==> src/hdl/dram_pkg.sv <==
package dram_pkg;

    localparam int DATA_W   = 32;
    localparam int STRB_W   = DATA_W / 8;
    localparam int ID_W     = 4;
    localparam int LEN_W    = 4;

    // dram geometry, one row holds 2**COL_W words
    localparam int ROW_W    = 6;
    localparam int COL_W    = 6;
    localparam int ADDR_W   = ROW_W + COL_W + 2;
    localparam int DRAM_A_W = (ROW_W > COL_W) ? ROW_W : COL_W;

    // cycles per activate, column or precharge phase
    localparam int T_PHASE  = 5;
    // read CAS to data valid
    localparam int CAS_LAT  = 2;
    localparam int CNT_W    = $clog2(T_PHASE);

    // axi byte address, seen whole or split for the row/column mux
    typedef union packed {
        logic [ADDR_W-1:0] flat;
        struct packed {
            logic [ROW_W-1:0] row;
            logic [COL_W-1:0] col;
            logic [1:0]       off;
        } f;
    } dram_addr_u;

endpackage

==> src/hdl/dram_bus_if.sv <==
`timescale 1ns/1ps

interface dram_bus_if;
    import dram_pkg::*;

    logic                csn;
    logic                rasn;
    logic                casn;
    // active low byte write enables
    logic [STRB_W-1:0]   wen;
    logic [DRAM_A_W-1:0] a;
    logic [DATA_W-1:0]   d;
    logic [DATA_W-1:0]   q;
    logic                q_valid;

    modport ctrl (
        output csn, rasn, casn, wen, a, d,
        input  q, q_valid
    );

    modport device (
        input  csn, rasn, casn, wen, a, d,
        output q, q_valid
    );

endinterface

==> src/hdl/dram_req_if.sv <==
`timescale 1ns/1ps

interface dram_req_if;
    import dram_pkg::*;

    // transaction, valid with start
    logic              start;
    logic              write;
    logic [ROW_W-1:0]  row;
    logic [COL_W-1:0]  col;
    logic [LEN_W-1:0]  len;

    // per beat traffic
    logic              beat_go;
    logic [DATA_W-1:0] wdata;
    logic [STRB_W-1:0] wstrb;
    logic              beat_rdy;
    logic              rd_valid;
    logic [DATA_W-1:0] rd_data;
    logic              done;

    modport front (
        output start, write, row, col, len, beat_go, wdata, wstrb,
        input  beat_rdy, rd_valid, rd_data, done
    );

    modport seq (
        input  start, write, row, col, len, beat_go, wdata, wstrb,
        output beat_rdy, rd_valid, rd_data, done
    );

endinterface

==> src/hdl/dram_sequencer.sv <==
`timescale 1ns/1ps

module dram_sequencer (
    input  logic     clk,
    input  logic     rst,
    dram_req_if.seq  req,
    dram_bus_if.ctrl bus
);
    import dram_pkg::*;

    enum logic [2:0] {S_IDLE, S_ACT, S_RCOL, S_WCOL, S_PRE} state;

    logic [CNT_W-1:0]  cnt;
    logic              phase_end;
    logic              run;
    logic              rd_wait;
    logic              taken;
    logic              strobe;
    logic              col_phase;
    logic              beat_adv;
    logic              last_beat;
    logic [LEN_W-1:0]  beat;
    logic [LEN_W-1:0]  len_q;
    logic              write_q;
    logic [ROW_W-1:0]  row_q;
    logic [COL_W-1:0]  col_q;
    logic [DATA_W-1:0] wdata_q;
    logic [STRB_W-1:0] wstrb_q;

    assign phase_end = cnt == CNT_W'(T_PHASE - 1);
    assign col_phase = (state == S_RCOL) || (state == S_WCOL);
    assign last_beat = beat == len_q;

    // a write beat only runs its phase once data is in
    assign strobe = (cnt == '0) && (state != S_IDLE) && (state != S_WCOL || run);

    // read beat ends when the phase is over and the word was taken
    assign beat_adv = (state == S_RCOL && phase_end && (taken || req.beat_go)) ||
                      (state == S_WCOL && run && phase_end);

    assign req.beat_rdy = (state == S_RCOL) ? rd_wait : (state == S_WCOL && !run);
    assign req.done     = (state == S_PRE) && phase_end;
    assign req.rd_valid = bus.q_valid;
    assign req.rd_data  = bus.q;

    assign bus.csn  = state == S_IDLE;
    assign bus.rasn = !(strobe && (state == S_ACT || state == S_PRE));
    assign bus.casn = !(strobe && col_phase);
    assign bus.a    = col_phase ? DRAM_A_W'(col_q) : DRAM_A_W'(row_q);
    assign bus.d    = wdata_q;

    // precharge is RAS with all write enables low
    always_comb begin
        if (strobe && state == S_WCOL) begin
            bus.wen = ~wstrb_q;
        end else if (strobe && state == S_PRE) begin
            bus.wen = '0;
        end else begin
            bus.wen = '1;
        end
    end

    always_ff @(posedge clk or negedge rst) begin
        if (!rst) begin
            state   <= S_IDLE;
            cnt     <= '0;
            run     <= 1'b0;
            rd_wait <= 1'b0;
            taken   <= 1'b0;
            beat    <= '0;
        end else begin
            case (state)
                S_IDLE: begin
                    cnt  <= '0;
                    beat <= '0;
                    if (req.start) state <= S_ACT;
                end
                S_ACT: begin
                    cnt <= phase_end ? '0 : cnt + 1'b1;
                    run <= 1'b0;
                    if (phase_end) state <= write_q ? S_WCOL : S_RCOL;
                end
                S_RCOL: begin
                    if (!phase_end) cnt <= cnt + 1'b1;
                    if (bus.q_valid) begin
                        rd_wait <= 1'b1;
                    end else if (req.beat_go) begin
                        rd_wait <= 1'b0;
                    end
                    if (req.beat_go) taken <= 1'b1;
                    if (beat_adv) begin
                        cnt   <= '0;
                        taken <= 1'b0;
                    end
                end
                S_WCOL: begin
                    if (!run) begin
                        if (req.beat_go) run <= 1'b1;
                    end else if (phase_end) begin
                        run <= 1'b0;
                        cnt <= '0;
                    end else begin
                        cnt <= cnt + 1'b1;
                    end
                end
                S_PRE: begin
                    cnt <= phase_end ? '0 : cnt + 1'b1;
                    if (phase_end) state <= S_IDLE;
                end
                default: state <= S_IDLE;
            endcase
            if (beat_adv) begin
                if (last_beat) begin
                    state <= S_PRE;
                end else begin
                    beat <= beat + 1'b1;
                end
            end
        end
    end

    always_ff @(posedge clk) begin
        if (state == S_IDLE && req.start) begin
            row_q   <= req.row;
            col_q   <= req.col;
            len_q   <= req.len;
            write_q <= req.write;
        end else if (beat_adv) begin
            col_q <= col_q + 1'b1;
        end
        if (state == S_WCOL && req.beat_go) begin
            wdata_q <= req.wdata;
            wstrb_q <= req.wstrb;
        end
    end

    // start only reaches an idle sequencer
    a_start_idle: assert property (@(posedge clk) disable iff (!rst)
        req.start |-> state == S_IDLE);

    // beat traffic only while a beat is wanted
    a_beat_rdy: assert property (@(posedge clk) disable iff (!rst)
        req.beat_go |-> req.beat_rdy);

    // bursts stay inside the opened row
    a_one_row: assert property (@(posedge clk) disable iff (!rst)
        (state == S_IDLE && req.start) |->
            ({1'b0, req.col} + (COL_W + 1)'(req.len)) <= (COL_W + 1)'(2 ** COL_W - 1));

endmodule

==> src/flat_wrapper.sv <==
// flat-port wrapper written by rule: the top's interface ports become plain ports
module dram_sequencer_flat import dram_pkg::*;
  (clk, rst, req_start, req_write, req_row, req_col, req_len, req_beat_go, req_wdata, req_wstrb, req_beat_rdy, req_rd_valid, req_rd_data, req_done, bus_csn, bus_rasn, bus_casn, bus_wen, bus_a, bus_d, bus_q, bus_q_valid);
  dram_req_if req_i ();
  dram_bus_if bus_i ();
  input  logic clk;
  input  logic rst;
  input wire logic [$bits(req_i.start)-1:0] req_start;
  input wire logic [$bits(req_i.write)-1:0] req_write;
  input wire logic [$bits(req_i.row)-1:0] req_row;
  input wire logic [$bits(req_i.col)-1:0] req_col;
  input wire logic [$bits(req_i.len)-1:0] req_len;
  input wire logic [$bits(req_i.beat_go)-1:0] req_beat_go;
  input wire logic [$bits(req_i.wdata)-1:0] req_wdata;
  input wire logic [$bits(req_i.wstrb)-1:0] req_wstrb;
  output wire logic [$bits(req_i.beat_rdy)-1:0] req_beat_rdy;
  output wire logic [$bits(req_i.rd_valid)-1:0] req_rd_valid;
  output wire logic [$bits(req_i.rd_data)-1:0] req_rd_data;
  output wire logic [$bits(req_i.done)-1:0] req_done;
  output wire logic [$bits(bus_i.csn)-1:0] bus_csn;
  output wire logic [$bits(bus_i.rasn)-1:0] bus_rasn;
  output wire logic [$bits(bus_i.casn)-1:0] bus_casn;
  output wire logic [$bits(bus_i.wen)-1:0] bus_wen;
  output wire logic [$bits(bus_i.a)-1:0] bus_a;
  output wire logic [$bits(bus_i.d)-1:0] bus_d;
  input wire logic [$bits(bus_i.q)-1:0] bus_q;
  input wire logic [$bits(bus_i.q_valid)-1:0] bus_q_valid;
  assign req_i.start = req_start;
  assign req_i.write = req_write;
  assign req_i.row = req_row;
  assign req_i.col = req_col;
  assign req_i.len = req_len;
  assign req_i.beat_go = req_beat_go;
  assign req_i.wdata = req_wdata;
  assign req_i.wstrb = req_wstrb;
  assign req_beat_rdy = req_i.beat_rdy;
  assign req_rd_valid = req_i.rd_valid;
  assign req_rd_data = req_i.rd_data;
  assign req_done = req_i.done;
  assign bus_csn = bus_i.csn;
  assign bus_rasn = bus_i.rasn;
  assign bus_casn = bus_i.casn;
  assign bus_wen = bus_i.wen;
  assign bus_a = bus_i.a;
  assign bus_d = bus_i.d;
  assign bus_i.q = bus_q;
  assign bus_i.q_valid = bus_q_valid;
  dram_sequencer u_core (.clk(clk), .rst(rst), .req(req_i), .bus(bus_i));
endmodule
==> config.mk <==
export PLATFORM = sky130hd
export DESIGN_NAME = dram_sequencer_flat
export DESIGN_NICKNAME = d
export VERILOG_FILES = /design/src/hdl/dram_pkg.sv /design/src/hdl/dram_bus_if.sv /design/src/hdl/dram_req_if.sv /design/src/hdl/dram_sequencer.sv /design/src/flat_wrapper.sv
export SDC_FILE = /design/constraint.sdc
export NUM_CORES = 1
export LEC_CHECK = 0
export ABC_AREA = 1
export BUFFER_PORTS_ARGS = -buffer_cell sky130_fd_sc_hd__buf_2
export CAP_MARGIN = 20
export CORE_MARGIN = 1.5
export CORE_UTILIZATION = 44
export DETAILED_ROUTE_END_ITERATION = 7
export HOLD_SLACK_MARGIN = 0.02
export PLACE_DENSITY = 0.86
export SYNTH_ARGS = -nofsm -noshare
export SYNTH_HDL_FRONTEND = slang
export SYNTH_SLANG_ARGS = --single-unit
==> constraint.sdc <==
create_clock -name clk -period 3.6 [get_ports clk]
set_clock_uncertainty 0.05 [all_clocks]
set_input_delay 0.72 -clock clk [delete_from_list [all_inputs] [get_ports clk]]
set_output_delay 0.72 -clock clk [all_outputs]
set_load 0.005 [all_outputs]
==> flow_summary.ini <==
[run_status]
outcome = completed

[cts]
h-tree-depth = 3
clkTransAtPathRegs_ns = 0.08
root_buffer = clkbuf_8
cts_tree = yes
cts_resized = 0
clockBufferDepth = 2
insertion_delay_ns = 0.33
numCtsBuffers = 9
cts_setup_buffers = 0
cts_sinks = 66
holdBufCountCts = 0

[synthesis]
syn_avg_cell_area_um2 = 10.9
syn_area_mm2 = 0.00306
ys_types = 26
syn_inst = 280
ys_ff_latch = 66
ys_warn_count = 0
ys_seq_area_share_pct = 62.6
syn_nets = 374

[worst_setup_path]
r2r-end = u_core.bus.d[29]
end_kind = output pin
reg2reg_slack_ns = 1.59
cp_max_fo = 4
critPathKind = flip-flop to output pin
startpoint = u_core.cnt[0]
r2r_start = u_core.state[1]
critPathRequiredTime_ns = 2.83
start_kind = flip-flop
reg2reg_depth = 4
cp.arrival_ns = 1.75

[floorplan]
die_area_mm2 = 0.00747
initial_utilization_pct = 45.4
rows = 30
ioPinCount = 170
die_y_um = 86.5
coreArea_mm2 = 0.00676
die_x_um = 86.5

[sta]
fin_tns_setup_ns = 0
timing.fmax_mhz = 396
tightestPinTransition_ns = 0.914
setup_viol = 0
rsz0062_at_grt = false
slew_headroom_pct = 38.9
slew_viol_final = 0
fin_crit_ns = 2.52
timing.final.hold_violations = 0
fin_crit_sh_pct = 70.1

[global_routing]
met1_usage_pct = 19.4
grt_use_met2_pct = 28.6
use_met3_pct = 7.24
grt_remaining_overflow = 0
grt_pass1_vias = 2210
top_usage_layer = met2
grt_usage_pct = 17.3
grt_max_degree = 37
grt_first_pass_wirelength_um = 9890
antenna_found_initial = 0

[min_path]
hold_class = input pin to asynchronous set/reset pin

[flow_run]
drv_cap = 0

[route]
drt_first_iter_violations = 202
routed_via_density = 4.84
drc = 0
postRouteAntennaNets = 0
detail_route.wl_per_cell_um = 13.7
dr.pass1.iters = 5
routed_wl_um = 6120
vias = 2168

[cells_and_area]
drive_gt1_share_pct = 40.2
final_util_pct = 54.3
layout_common_cells = buf_2, nand2_1, edfxtp_1, inv_1, nor2_1
final_common_cell = buf_2
n_antenna_cell = 0
fin_nets = 457
syn_to_final_growth_pct = 19.8

[power]
p_clk_share_pct = 26.9
p_int_w = 0.00169
power_switching_w = 0.000835
seq_power_share_pct = 43.8
p_sw_share_pct = 33.1
p_comb_share_pct = 29.3
max-vdd-ir-drop_mv = 0.514
cellPowerDensity_mw_per_mm2 = 688
p_leak_nw = 1.71

[placement]
port_buffers = 105
dp_hpwl_um = 4570
finalWeightedCongestion = 0.863
area by class of cell:
class / count / area [µm²]
repair buffers: 105 / 526
inverters: 32 / 123
clock buffers: 10 / 128
fillers: 567 / 3090
clock inverters: 6 / 92.6
multi-input cells: 149 / 785
flip-flops and latches: 66 / 1920
well taps: 80 / 100
state kept, by name (all words and copies together) (netlist names):
signal and count:
u_core.taken 1, u_core.bus.d 32, u_core.write_q 1, u_core.beat 4, u_core.state 3, u_core.len_q 4
u_core.rd_wait 1, u_core.wstrb_q 4, u_core.col_q 6, u_core.run 1, u_core.cnt 3, u_core.row_q 6
synthesized netlist by cell type:
cell | instances | share of area [%]
inv_2 | 6 | 0.73
xnor2_1 | 1 | 0.29
dfrtp_1 | 13 | 11
nand2_4 | 3 | 1.1
a21oi_1 | 3 | 0.49
nand3_4 | 1 | 0.57
o21ai_2 | 1 | 0.29
o21ai_1 | 5 | 0.82
buf_4 | 33 | 8.1
o21ai_0 | 10 | 1.6
nor2_4 | 5 | 1.8
a31oi_1 | 1 | 0.20
nor2_1 | 16 | 2.0
edfxtp_1 | 53 | 52
nor2_2 | 2 | 0.41
nand3_1 | 13 | 2.1
xor2_1 | 4 | 1.1
ha_1 | 4 | 1.6
nor3_2 | 1 | 0.33
inv_4 | 1 | 0.20
nand2_1 | 71 | 8.7
nand3_2 | 1 | 0.33
o22ai_1 | 1 | 0.20
inv_1 | 25 | 3.1
nand2_2 | 5 | 1.0
a21oi_2 | 1 | 0.29
logic make-up after synthesis:
| logic type | synth area share (%) |
|---|---|
| adders and majority gates | 1.63 |
| DFF | 62.6 |
| xor gates and xnor gates | 1.43 |
| and+or+nand+nor | 18.4 |
| buffers and inverters | 12.1 |
| AOI/OAI and AO/OA | 3.92 |
per-stage QoR:
| stage | setup slack, ns | hold WS, ns | instances | area (µm²) | power [W] |
|---|---|---|---|---|---|
| 3_5_place_dp | 1.44 | 0.447 | 432 | 3450 | 0.00186 |
| 4_1_cts | 1.04 | 0.212 | 448 | 3670 | 0.00255 |
| 2_1_floorplan | 0.824 | 0.374 | 280 | 3060 | 0.00160 |
| 5_1_grt | 0.938 | 0.234 | 448 | 3670 | 0.00268 |
| 3_3_place_gp | 1.55 | 0.435 | 432 | 3450 | 0.00183 |
| 6_report | 1.08 | 0.216 | 448 | 3670 | 0.00252 |
power by group through the flow:
| stage | Combinational (W) | Clock, W | Sequential [W] |
|---|---|---|---|
| after detailed placement | 0.000745 | 0 | 0.00112 |
| after floorplan | 0.000486 | 0 | 0.00112 |
| after global routing | 0.000839 | 0.000718 | 0.00112 |
| after CTS | 0.000749 | 0.000694 | 0.00110 |
| after global placement | 0.000715 | 0 | 0.00111 |
| final | 0.000739 | 0.000680 | 0.00110 |
critical path, cell delays in order, from the launching register on:
cell and delay (ns):
dfrtp_1 0.40, inv_1 0.08, ha_1 0.19, inv_1 0.05, nor2_1 0.08, nand3_1 0.12
a21oi_2 0.20, o21ai_0 0.14, buf_2 0.15
per-layer routing:
| layer | share of wire, % | up-vias |
|---|---|---|
| met5 | 0 | - |
| met4 | 1.3 | 0 |
| met3 | 10 | 13 |
| met2 | 50 | 99 |
| met1 | 38 | 1012 |
| li1 | - | 1044 |
worst max-delay path by stage:
stage               slack, ns               end  cells after the start
CTS                      1.04        bus_wen[1]                      8
finish                   1.08        bus_wen[1]                      8
global route             0.94        bus_wen[1]                      8
floorplan                0.82   u_core.bus.d[0]                      2
global placement         1.55  u_core.bus.d[15]                      3
detailed placement       1.44        bus_wen[1]                      8
Power figures use the tool's default switching activity.
