File: src/hdl/dram_pkg.sv
package dram_pkg;

    localparam int DATA_W   = 32;
    localparam int STRB_W   = DATA_W / 8;
    localparam int ID_W     = 4;
    localparam int LEN_W    = 4;

    // dram geometry, one row holds 2**COL_W words
    localparam int ROW_W    = 6;
    localparam int COL_W    = 6;
    localparam int ADDR_W   = ROW_W + COL_W + 2;
    localparam int DRAM_A_W = (ROW_W > COL_W) ? ROW_W : COL_W;

    // cycles per activate, column or precharge phase
    localparam int T_PHASE  = 5;
    // read CAS to data valid
    localparam int CAS_LAT  = 2;
    localparam int CNT_W    = $clog2(T_PHASE);

    // axi byte address, seen whole or split for the row/column mux
    typedef union packed {
        logic [ADDR_W-1:0] flat;
        struct packed {
            logic [ROW_W-1:0] row;
            logic [COL_W-1:0] col;
            logic [1:0]       off;
        } f;
    } dram_addr_u;

endpackage

File: src/hdl/dram_req_if.sv
`timescale 1ns/1ps

interface dram_req_if;
    import dram_pkg::*;

    // transaction, valid with start
    logic              start;
    logic              write;
    logic [ROW_W-1:0]  row;
    logic [COL_W-1:0]  col;
    logic [LEN_W-1:0]  len;

    // per beat traffic
    logic              beat_go;
    logic [DATA_W-1:0] wdata;
    logic [STRB_W-1:0] wstrb;
    logic              beat_rdy;
    logic              rd_valid;
    logic [DATA_W-1:0] rd_data;
    logic              done;

    modport front (
        output start, write, row, col, len, beat_go, wdata, wstrb,
        input  beat_rdy, rd_valid, rd_data, done
    );

    modport seq (
        input  start, write, row, col, len, beat_go, wdata, wstrb,
        output beat_rdy, rd_valid, rd_data, done
    );

endinterface

File: src/hdl/axi_dram_frontend.sv
`timescale 1ns/1ps

module axi_dram_frontend (
    input  logic                        clk,
    input  logic                        rst,
    input  logic [dram_pkg::ID_W-1:0]   awid_i,
    input  logic [dram_pkg::ADDR_W-1:0] awaddr_i,
    input  logic [dram_pkg::LEN_W-1:0]  awlen_i,
    input  logic [1:0]                  awburst_i,
    input  logic [2:0]                  awsize_i,
    input  logic                        awvalid_i,
    output logic                        awready_o,
    input  logic [dram_pkg::DATA_W-1:0] wdata_i,
    input  logic [dram_pkg::STRB_W-1:0] wstrb_i,
    input  logic                        wlast_i,
    input  logic                        wvalid_i,
    output logic                        wready_o,
    output logic [dram_pkg::ID_W-1:0]   bid_o,
    output logic [1:0]                  bresp_o,
    output logic                        bvalid_o,
    input  logic                        bready_i,
    input  logic [dram_pkg::ID_W-1:0]   arid_i,
    input  logic [dram_pkg::ADDR_W-1:0] araddr_i,
    input  logic [dram_pkg::LEN_W-1:0]  arlen_i,
    input  logic [1:0]                  arburst_i,
    input  logic [2:0]                  arsize_i,
    input  logic                        arvalid_i,
    output logic                        arready_o,
    output logic [dram_pkg::ID_W-1:0]   rid_o,
    output logic [dram_pkg::DATA_W-1:0] rdata_o,
    output logic [1:0]                  rresp_o,
    output logic                        rlast_o,
    output logic                        rvalid_o,
    input  logic                        rready_i,
    dram_req_if.front                   req
);
    import dram_pkg::*;

    enum logic [1:0] {FE_IDLE, FE_WRITE, FE_READ, FE_RESP} state;

    dram_addr_u       aw_addr;
    dram_addr_u       ar_addr;
    logic             aw_hs;
    logic             ar_hs;
    logic             w_hs;
    logic             r_hs;
    logic [ID_W-1:0]  id_q;
    logic [LEN_W-1:0] rbeat;
    logic [LEN_W-1:0] wbeat;

    assign aw_addr.flat = awaddr_i;
    assign ar_addr.flat = araddr_i;

    // writes win, so AR waits while AW is pending
    assign awready_o = state == FE_IDLE;
    assign arready_o = (state == FE_IDLE) && !awvalid_i;
    assign wready_o  = (state == FE_WRITE) && req.beat_rdy;

    assign aw_hs = awvalid_i && awready_o;
    assign ar_hs = arvalid_i && arready_o;
    assign w_hs  = wvalid_i && wready_o;
    assign r_hs  = rvalid_o && rready_i;

    assign req.beat_go = w_hs || r_hs;
    assign req.wdata   = wdata_i;
    assign req.wstrb   = wstrb_i;

    assign bid_o    = id_q;
    assign bresp_o  = 2'b00;
    assign bvalid_o = state == FE_RESP;
    assign rid_o    = id_q;
    assign rresp_o  = 2'b00;
    assign rlast_o  = rbeat == req.len;

    always_ff @(posedge clk or negedge rst) begin
        if (!rst) begin
            state     <= FE_IDLE;
            req.start <= 1'b0;
            rvalid_o  <= 1'b0;
            rbeat     <= '0;
            wbeat     <= '0;
        end else begin
            req.start <= aw_hs || ar_hs;
            case (state)
                FE_IDLE: begin
                    if (aw_hs) begin
                        state <= FE_WRITE;
                    end else if (ar_hs) begin
                        state <= FE_READ;
                    end
                end
                FE_WRITE: if (req.done) state <= FE_RESP;
                FE_READ:  if (req.done) state <= FE_IDLE;
                FE_RESP:  if (bready_i) state <= FE_IDLE;
                default:  state <= FE_IDLE;
            endcase
            // word held until the master takes it
            if (req.rd_valid) begin
                rvalid_o <= 1'b1;
            end else if (r_hs) begin
                rvalid_o <= 1'b0;
            end
            if (ar_hs) begin
                rbeat <= '0;
            end else if (r_hs) begin
                rbeat <= rbeat + 1'b1;
            end
            if (aw_hs) begin
                wbeat <= '0;
            end else if (w_hs) begin
                wbeat <= wbeat + 1'b1;
            end
        end
    end

    always_ff @(posedge clk) begin
        if (aw_hs) begin
            id_q      <= awid_i;
            req.row   <= aw_addr.f.row;
            req.col   <= aw_addr.f.col;
            req.len   <= awlen_i;
            req.write <= 1'b1;
        end else if (ar_hs) begin
            id_q      <= arid_i;
            req.row   <= ar_addr.f.row;
            req.col   <= ar_addr.f.col;
            req.len   <= arlen_i;
            req.write <= 1'b0;
        end
        if (req.rd_valid) begin
            rdata_o <= req.rd_data;
        end
    end

    // full width beats, no reserved burst type
    a_aw_shape: assert property (@(posedge clk) disable iff (!rst)
        aw_hs |-> awsize_i == 3'($clog2(STRB_W)) && awburst_i != 2'b11);
    a_ar_shape: assert property (@(posedge clk) disable iff (!rst)
        ar_hs |-> arsize_i == 3'($clog2(STRB_W)) && arburst_i != 2'b11);

    a_wlast: assert property (@(posedge clk) disable iff (!rst)
        w_hs |-> wlast_i == (wbeat == req.len));

endmodule

File: src/flat_wrapper.sv
// flat-port wrapper written by rule: the top's interface ports become plain ports
module axi_dram_frontend_flat import dram_pkg::*;
  (clk, rst, awid_i, awaddr_i, awlen_i, awburst_i, awsize_i, awvalid_i, awready_o, wdata_i, wstrb_i, wlast_i, wvalid_i, wready_o, bid_o, bresp_o, bvalid_o, bready_i, arid_i, araddr_i, arlen_i, arburst_i, arsize_i, arvalid_i, arready_o, rid_o, rdata_o, rresp_o, rlast_o, rvalid_o, rready_i, req_start, req_write, req_row, req_col, req_len, req_beat_go, req_wdata, req_wstrb, req_beat_rdy, req_rd_valid, req_rd_data, req_done);
  dram_req_if req_i ();
  input  logic clk;
  input  logic rst;
  input  logic [dram_pkg::ID_W-1:0] awid_i;
  input  logic [dram_pkg::ADDR_W-1:0] awaddr_i;
  input  logic [dram_pkg::LEN_W-1:0] awlen_i;
  input  logic [1:0] awburst_i;
  input  logic [2:0] awsize_i;
  input  logic awvalid_i;
  output logic awready_o;
  input  logic [dram_pkg::DATA_W-1:0] wdata_i;
  input  logic [dram_pkg::STRB_W-1:0] wstrb_i;
  input  logic wlast_i;
  input  logic wvalid_i;
  output logic wready_o;
  output logic [dram_pkg::ID_W-1:0] bid_o;
  output logic [1:0] bresp_o;
  output logic bvalid_o;
  input  logic bready_i;
  input  logic [dram_pkg::ID_W-1:0] arid_i;
  input  logic [dram_pkg::ADDR_W-1:0] araddr_i;
  input  logic [dram_pkg::LEN_W-1:0] arlen_i;
  input  logic [1:0] arburst_i;
  input  logic [2:0] arsize_i;
  input  logic arvalid_i;
  output logic arready_o;
  output logic [dram_pkg::ID_W-1:0] rid_o;
  output logic [dram_pkg::DATA_W-1:0] rdata_o;
  output logic [1:0] rresp_o;
  output logic rlast_o;
  output logic rvalid_o;
  input  logic rready_i;
  output wire logic [$bits(req_i.start)-1:0] req_start;
  output wire logic [$bits(req_i.write)-1:0] req_write;
  output wire logic [$bits(req_i.row)-1:0] req_row;
  output wire logic [$bits(req_i.col)-1:0] req_col;
  output wire logic [$bits(req_i.len)-1:0] req_len;
  output wire logic [$bits(req_i.beat_go)-1:0] req_beat_go;
  output wire logic [$bits(req_i.wdata)-1:0] req_wdata;
  output wire logic [$bits(req_i.wstrb)-1:0] req_wstrb;
  input wire logic [$bits(req_i.beat_rdy)-1:0] req_beat_rdy;
  input wire logic [$bits(req_i.rd_valid)-1:0] req_rd_valid;
  input wire logic [$bits(req_i.rd_data)-1:0] req_rd_data;
  input wire logic [$bits(req_i.done)-1:0] req_done;
  assign req_start = req_i.start;
  assign req_write = req_i.write;
  assign req_row = req_i.row;
  assign req_col = req_i.col;
  assign req_len = req_i.len;
  assign req_beat_go = req_i.beat_go;
  assign req_wdata = req_i.wdata;
  assign req_wstrb = req_i.wstrb;
  assign req_i.beat_rdy = req_beat_rdy;
  assign req_i.rd_valid = req_rd_valid;
  assign req_i.rd_data = req_rd_data;
  assign req_i.done = req_done;
  axi_dram_frontend u_core (.clk(clk), .rst(rst), .awid_i(awid_i), .awaddr_i(awaddr_i), .awlen_i(awlen_i), .awburst_i(awburst_i), .awsize_i(awsize_i), .awvalid_i(awvalid_i), .awready_o(awready_o), .wdata_i(wdata_i), .wstrb_i(wstrb_i), .wlast_i(wlast_i), .wvalid_i(wvalid_i), .wready_o(wready_o), .bid_o(bid_o), .bresp_o(bresp_o), .bvalid_o(bvalid_o), .bready_i(bready_i), .arid_i(arid_i), .araddr_i(araddr_i), .arlen_i(arlen_i), .arburst_i(arburst_i), .arsize_i(arsize_i), .arvalid_i(arvalid_i), .arready_o(arready_o), .rid_o(rid_o), .rdata_o(rdata_o), .rresp_o(rresp_o), .rlast_o(rlast_o), .rvalid_o(rvalid_o), .rready_i(rready_i), .req(req_i));
endmodule
File: config.mk
export PLATFORM = sky130hd
export DESIGN_NAME = axi_dram_frontend_flat
export DESIGN_NICKNAME = d
export VERILOG_FILES = /design/src/hdl/dram_pkg.sv /design/src/hdl/dram_req_if.sv /design/src/hdl/axi_dram_frontend.sv /design/src/flat_wrapper.sv
export SDC_FILE = /design/constraint.sdc
export NUM_CORES = 1
export LEC_CHECK = 0
export ABC_AREA = 1
export BUFFER_PORTS_ARGS = -buffer_cell sky130_fd_sc_hd__clkbuf_2
export CAP_MARGIN = 40
export CELL_PAD_IN_SITES_DETAIL_PLACEMENT = 0
export CELL_PAD_IN_SITES_GLOBAL_PLACEMENT = 1
export CORE_MARGIN = 5
export CORE_UTILIZATION = 28
export DETAILED_ROUTE_END_ITERATION = 8
export PLACE_DENSITY_LB_ADDON = 0.05
export SYNTH_ARGS = -nofsm -noshare
export SYNTH_HDL_FRONTEND = slang
export SYNTH_SLANG_ARGS = --single-unit
export TNS_END_PERCENT = 50
File: constraint.sdc
create_clock -name clk -period 3.6 [get_ports clk]
set_clock_uncertainty 0.2 [all_clocks]
set_input_delay 0.36 -clock clk [delete_from_list [all_inputs] [get_ports clk]]
set_output_delay 0.36 -clock clk [all_outputs]
set_load 0.05 [all_outputs]
==> impl_metrics.tcl <==
set metrics [dict create \
    final_nets 515 \
    cts_buffers 9 \
    antenna_found_initial 0 \
    synthSimpleGateAreaFrac 0.154 \
    powerDensity_mw_per_mm2 717 \
    syn_avg_cell_area_um2 11.4 \
    grt_pass1_wl_um 9920 \
    critical_path.startpoint_type "flip-flop" \
    io_pins 238 \
    clockBufferDepth 2 \
    slowest_delay_ns 0.44 \
    via_per_inst 3.92 \
    antenna_cells 0 \
    die_y_um 108 \
    dieArea_mm2 0.0117 \
    place.gp.congestion 0.716 \
    yosysSeqAreaShare 0.662 \
    cts.sinks 61 \
    worstMarginPinSlew_ns 0.817 \
    p_total_mw 2.69 \
    wl_per_cell_um 13.0 \
    crit_path_max_fanout 23 \
    synth_top_family_by_area "simple AND/OR/NAND/NOR gates" \
    final_layout_size_suffix_gt1_frac 0.435 \
    drv_slew 0 \
    die_w_um 108 \
    syn_area_mm2 0.00269 \
    finalNonFillerCells 515 \
    postLayoutCellArea_mm2 0.00375 \
    vias 2020 \
    finalSetupViolCount 0 \
    htreeDepth 3 \
    grt_use_met1 0.135 \
    cts_root_buf "clkbuf_8" \
    power.leakage_nw 1.85 \
    gr-usage-met2 0.163 \
    critPathSlowestCell "dfrtp_1" \
    min_path_type "input pin to flip-flop" \
    fmax_ghz 0.467 \
    cp_cell_sequence "nor2_4 -> nand2_4 -> inv_2 -> nor2_1 -> inv_1 -> buf_16" \
    fin_crit_ns 2.14 \
    hpwl_um 4940 \
    drt_first_iter_violations 58 \
    core-area_mm2 0.00928 \
    grt_setup_unrepaired "false" \
    cts_setup_buffers 0 \
    grt_max_degree 34 \
    path_clk_slew_ns 0.08 \
    vdd_drop_max_mv 0.255 \
    postSynthCellCount 235 \
    row_count 35 \
    post_dp_cell_area_mm2 0.00326 \
    grt_overflow_total 0 \
    tns_ns 0 \
    period_share 0.595 \
    drcViolationCount 0 \
    crit_required_ns 3.44 \
    cp_top_family "buffers and inverters" \
    crit_buf_inv 3 \
    status "finished clean" \
    synth-adder-area-share 0.00465 \
    max-slew-margin-rel 0.455 \
    hold_viol_final 0 \
    critPathCaptureType "flip-flop" \
    wirelength_um 6700 \
    synth.distinct_cells 22 \
    synth_compound_area_frac 0.00651 \
    antenna_left 0 \
    synth_mux_area_frac 0 \
    worstPathArrival_ns 1.98 \
    worst_skew_pair.late_latency_ns 0.33 \
    cap_violations 0 \
    placed_cells 466 \
    port_buffers 146 \
    crit_type "flip-flop to flip-flop" \
    ys_ff_latch 61 \
    cts_tree "yes" \
    start_util 0.290 \
    synthXorXnorAreaFrac 0.0163 \
    grt_pass1_vias 2040 \
    yosys_warnings 0 \
    drt_first_pass_iters 4 \
    busiest_layer "met2" \
    grt_util_all_layers 0.112 \
    met3_usage 0.0591 \
    area_delta_synth_final_pct 39.6 \
]
-- repair_timing --
action	4_1_cts	5_1_grt
endpoints found under the hold margin	39	1
gates resized for setup	0	0
hold buffers	32	1
-- cell families (layout without fill, tap and decap cells) --
group	after synthesis	in the layout
buffers and inverters	62	210
AND/OR/NAND/NOR	102	102
AO/OA/AOI/OAI	3	3
XOR/XNOR	5	5
other	1	4
flip-flops	61	61
adder cells (fa/ha/maj)	1	1
-- flip-flops by register name (all words and copies together), names as in the netlist --
| name | count |
|---|---|
| u_core.rdata_o | 32 |
| u_core.req.col | 6 |
| u_core.req.row | 6 |
| u_core.bid_o | 4 |
| u_core.rbeat | 4 |
| u_core.req.len | 4 |
| u_core.state | 2 |
| u_core.req.start | 1 |
| u_core.req.write | 1 |
| u_core.rvalid_o | 1 |
-- final cells by class --
type | instances | area, µm²
fill | 967 | 5530
sequential | 61 | 1780
timing repair buffer | 180 | 1090
multi-input combinational | 115 | 504
tap | 129 | 161
clock buffer | 9 | 124
inverter | 14 | 52.6
clock inverter | 7 | 42.5
-- per-layer routing --
layer / up-vias / routed length, µm
met5: - / 0
met4: 0 / 180
met3: 25 / 912
met2: 119 / 2830
met1: 870 / 2770
li1: 1006 / -
-- final timing paths --
kind	startpoint	endpoint	slack [ns]	cells after the start
max	u_core.state[1]$_DFFE_PN0P_	u_core.req.len[3]$_DFFE_PP_	1.46	6
min in group asynchronous	rst	u_core.state[1]$_DFFE_PN0P_	0.23	2
max in group asynchronous	rst	u_core.rbeat[3]$_DFFE_PN0P_	2.76	2
min reg2reg	u_core.req.write$_SDFFE_PN1P_	u_core.req.write$_SDFFE_PN1P_	0.26	2
max reg2reg	u_core.state[1]$_DFFE_PN0P_	u_core.req.len[3]$_DFFE_PP_	1.46	6
min	awid_i[2]	u_core.bid_o[2]$_DFFE_PP_	0.09	3
-- synthesized netlist by cell type --
cell type,n,area share
nand2_1,83,0.12
edfxtp_1,52,0.58
buf_4,44,0.12
inv_1,13,0.018
dfrtp_1,8,0.074
nand3_1,7,0.013
nor2_1,5,0.0070
nor3_1,3,0.0056
xor2_1,3,0.0098
buf_2,2,0.0037
buf_6,2,0.0084
o21ai_0,2,0.0037
xnor2_1,2,0.0065
a21o_1,1,0.0028
conb_1,1,0.0014
dfxtp_1,1,0.0074
ha_1,1,0.0047
inv_2,1,0.0014
nand2_2,1,0.0023
nand2_4,1,0.0042
nor2_2,1,0.0023
nor2_4,1,0.0042
-- cell usage in the layout (no fill, tap or decap), types with 3 or more instances in the layout --
master,n
dfrtp_1,8
nand2_1,83
clkinv_2,4
inv_1,13
nor2_1,5
clkbuf_2,146
dlygate4sd3_1,33
nor3_1,3
nand3_1,7
clkbuf_8,9
xor2_1,3
edfxtp_1,52
conb_1,4
clkinvlp_4,3
-- where the power goes --
| part | switching, mW | internal [mW] | total, mW |
|---|---|---|---|
| sequential | 0.0843 | 0.957 | 1.04 |
| combinational | 0.850 | 0.280 | 1.13 |
| clock | 0.276 | 0.244 | 0.520 |
| total | 1.21 | 1.48 | 2.69 |
-- metrics by stage --
step	setup slack, ns	hold slack, ns	util
floorplan	1.09	-0.136	-
global placement	1.05	0.0324	0.348
detailed placement	1.45	0.0331	0.351
CTS	1.42	0.00147	0.403
global route	1.30	0.0669	0.404
finish	1.46	0.0869	0.404
-- worst reg2reg max path: cells and delay by family (launching register included) --
family,cells,cell delay [ns]
flip-flops,1,0.44
buffers and inverters,3,0.71
AND/OR/NAND/NOR,3,0.49
(Power assumes the default switching activity.)
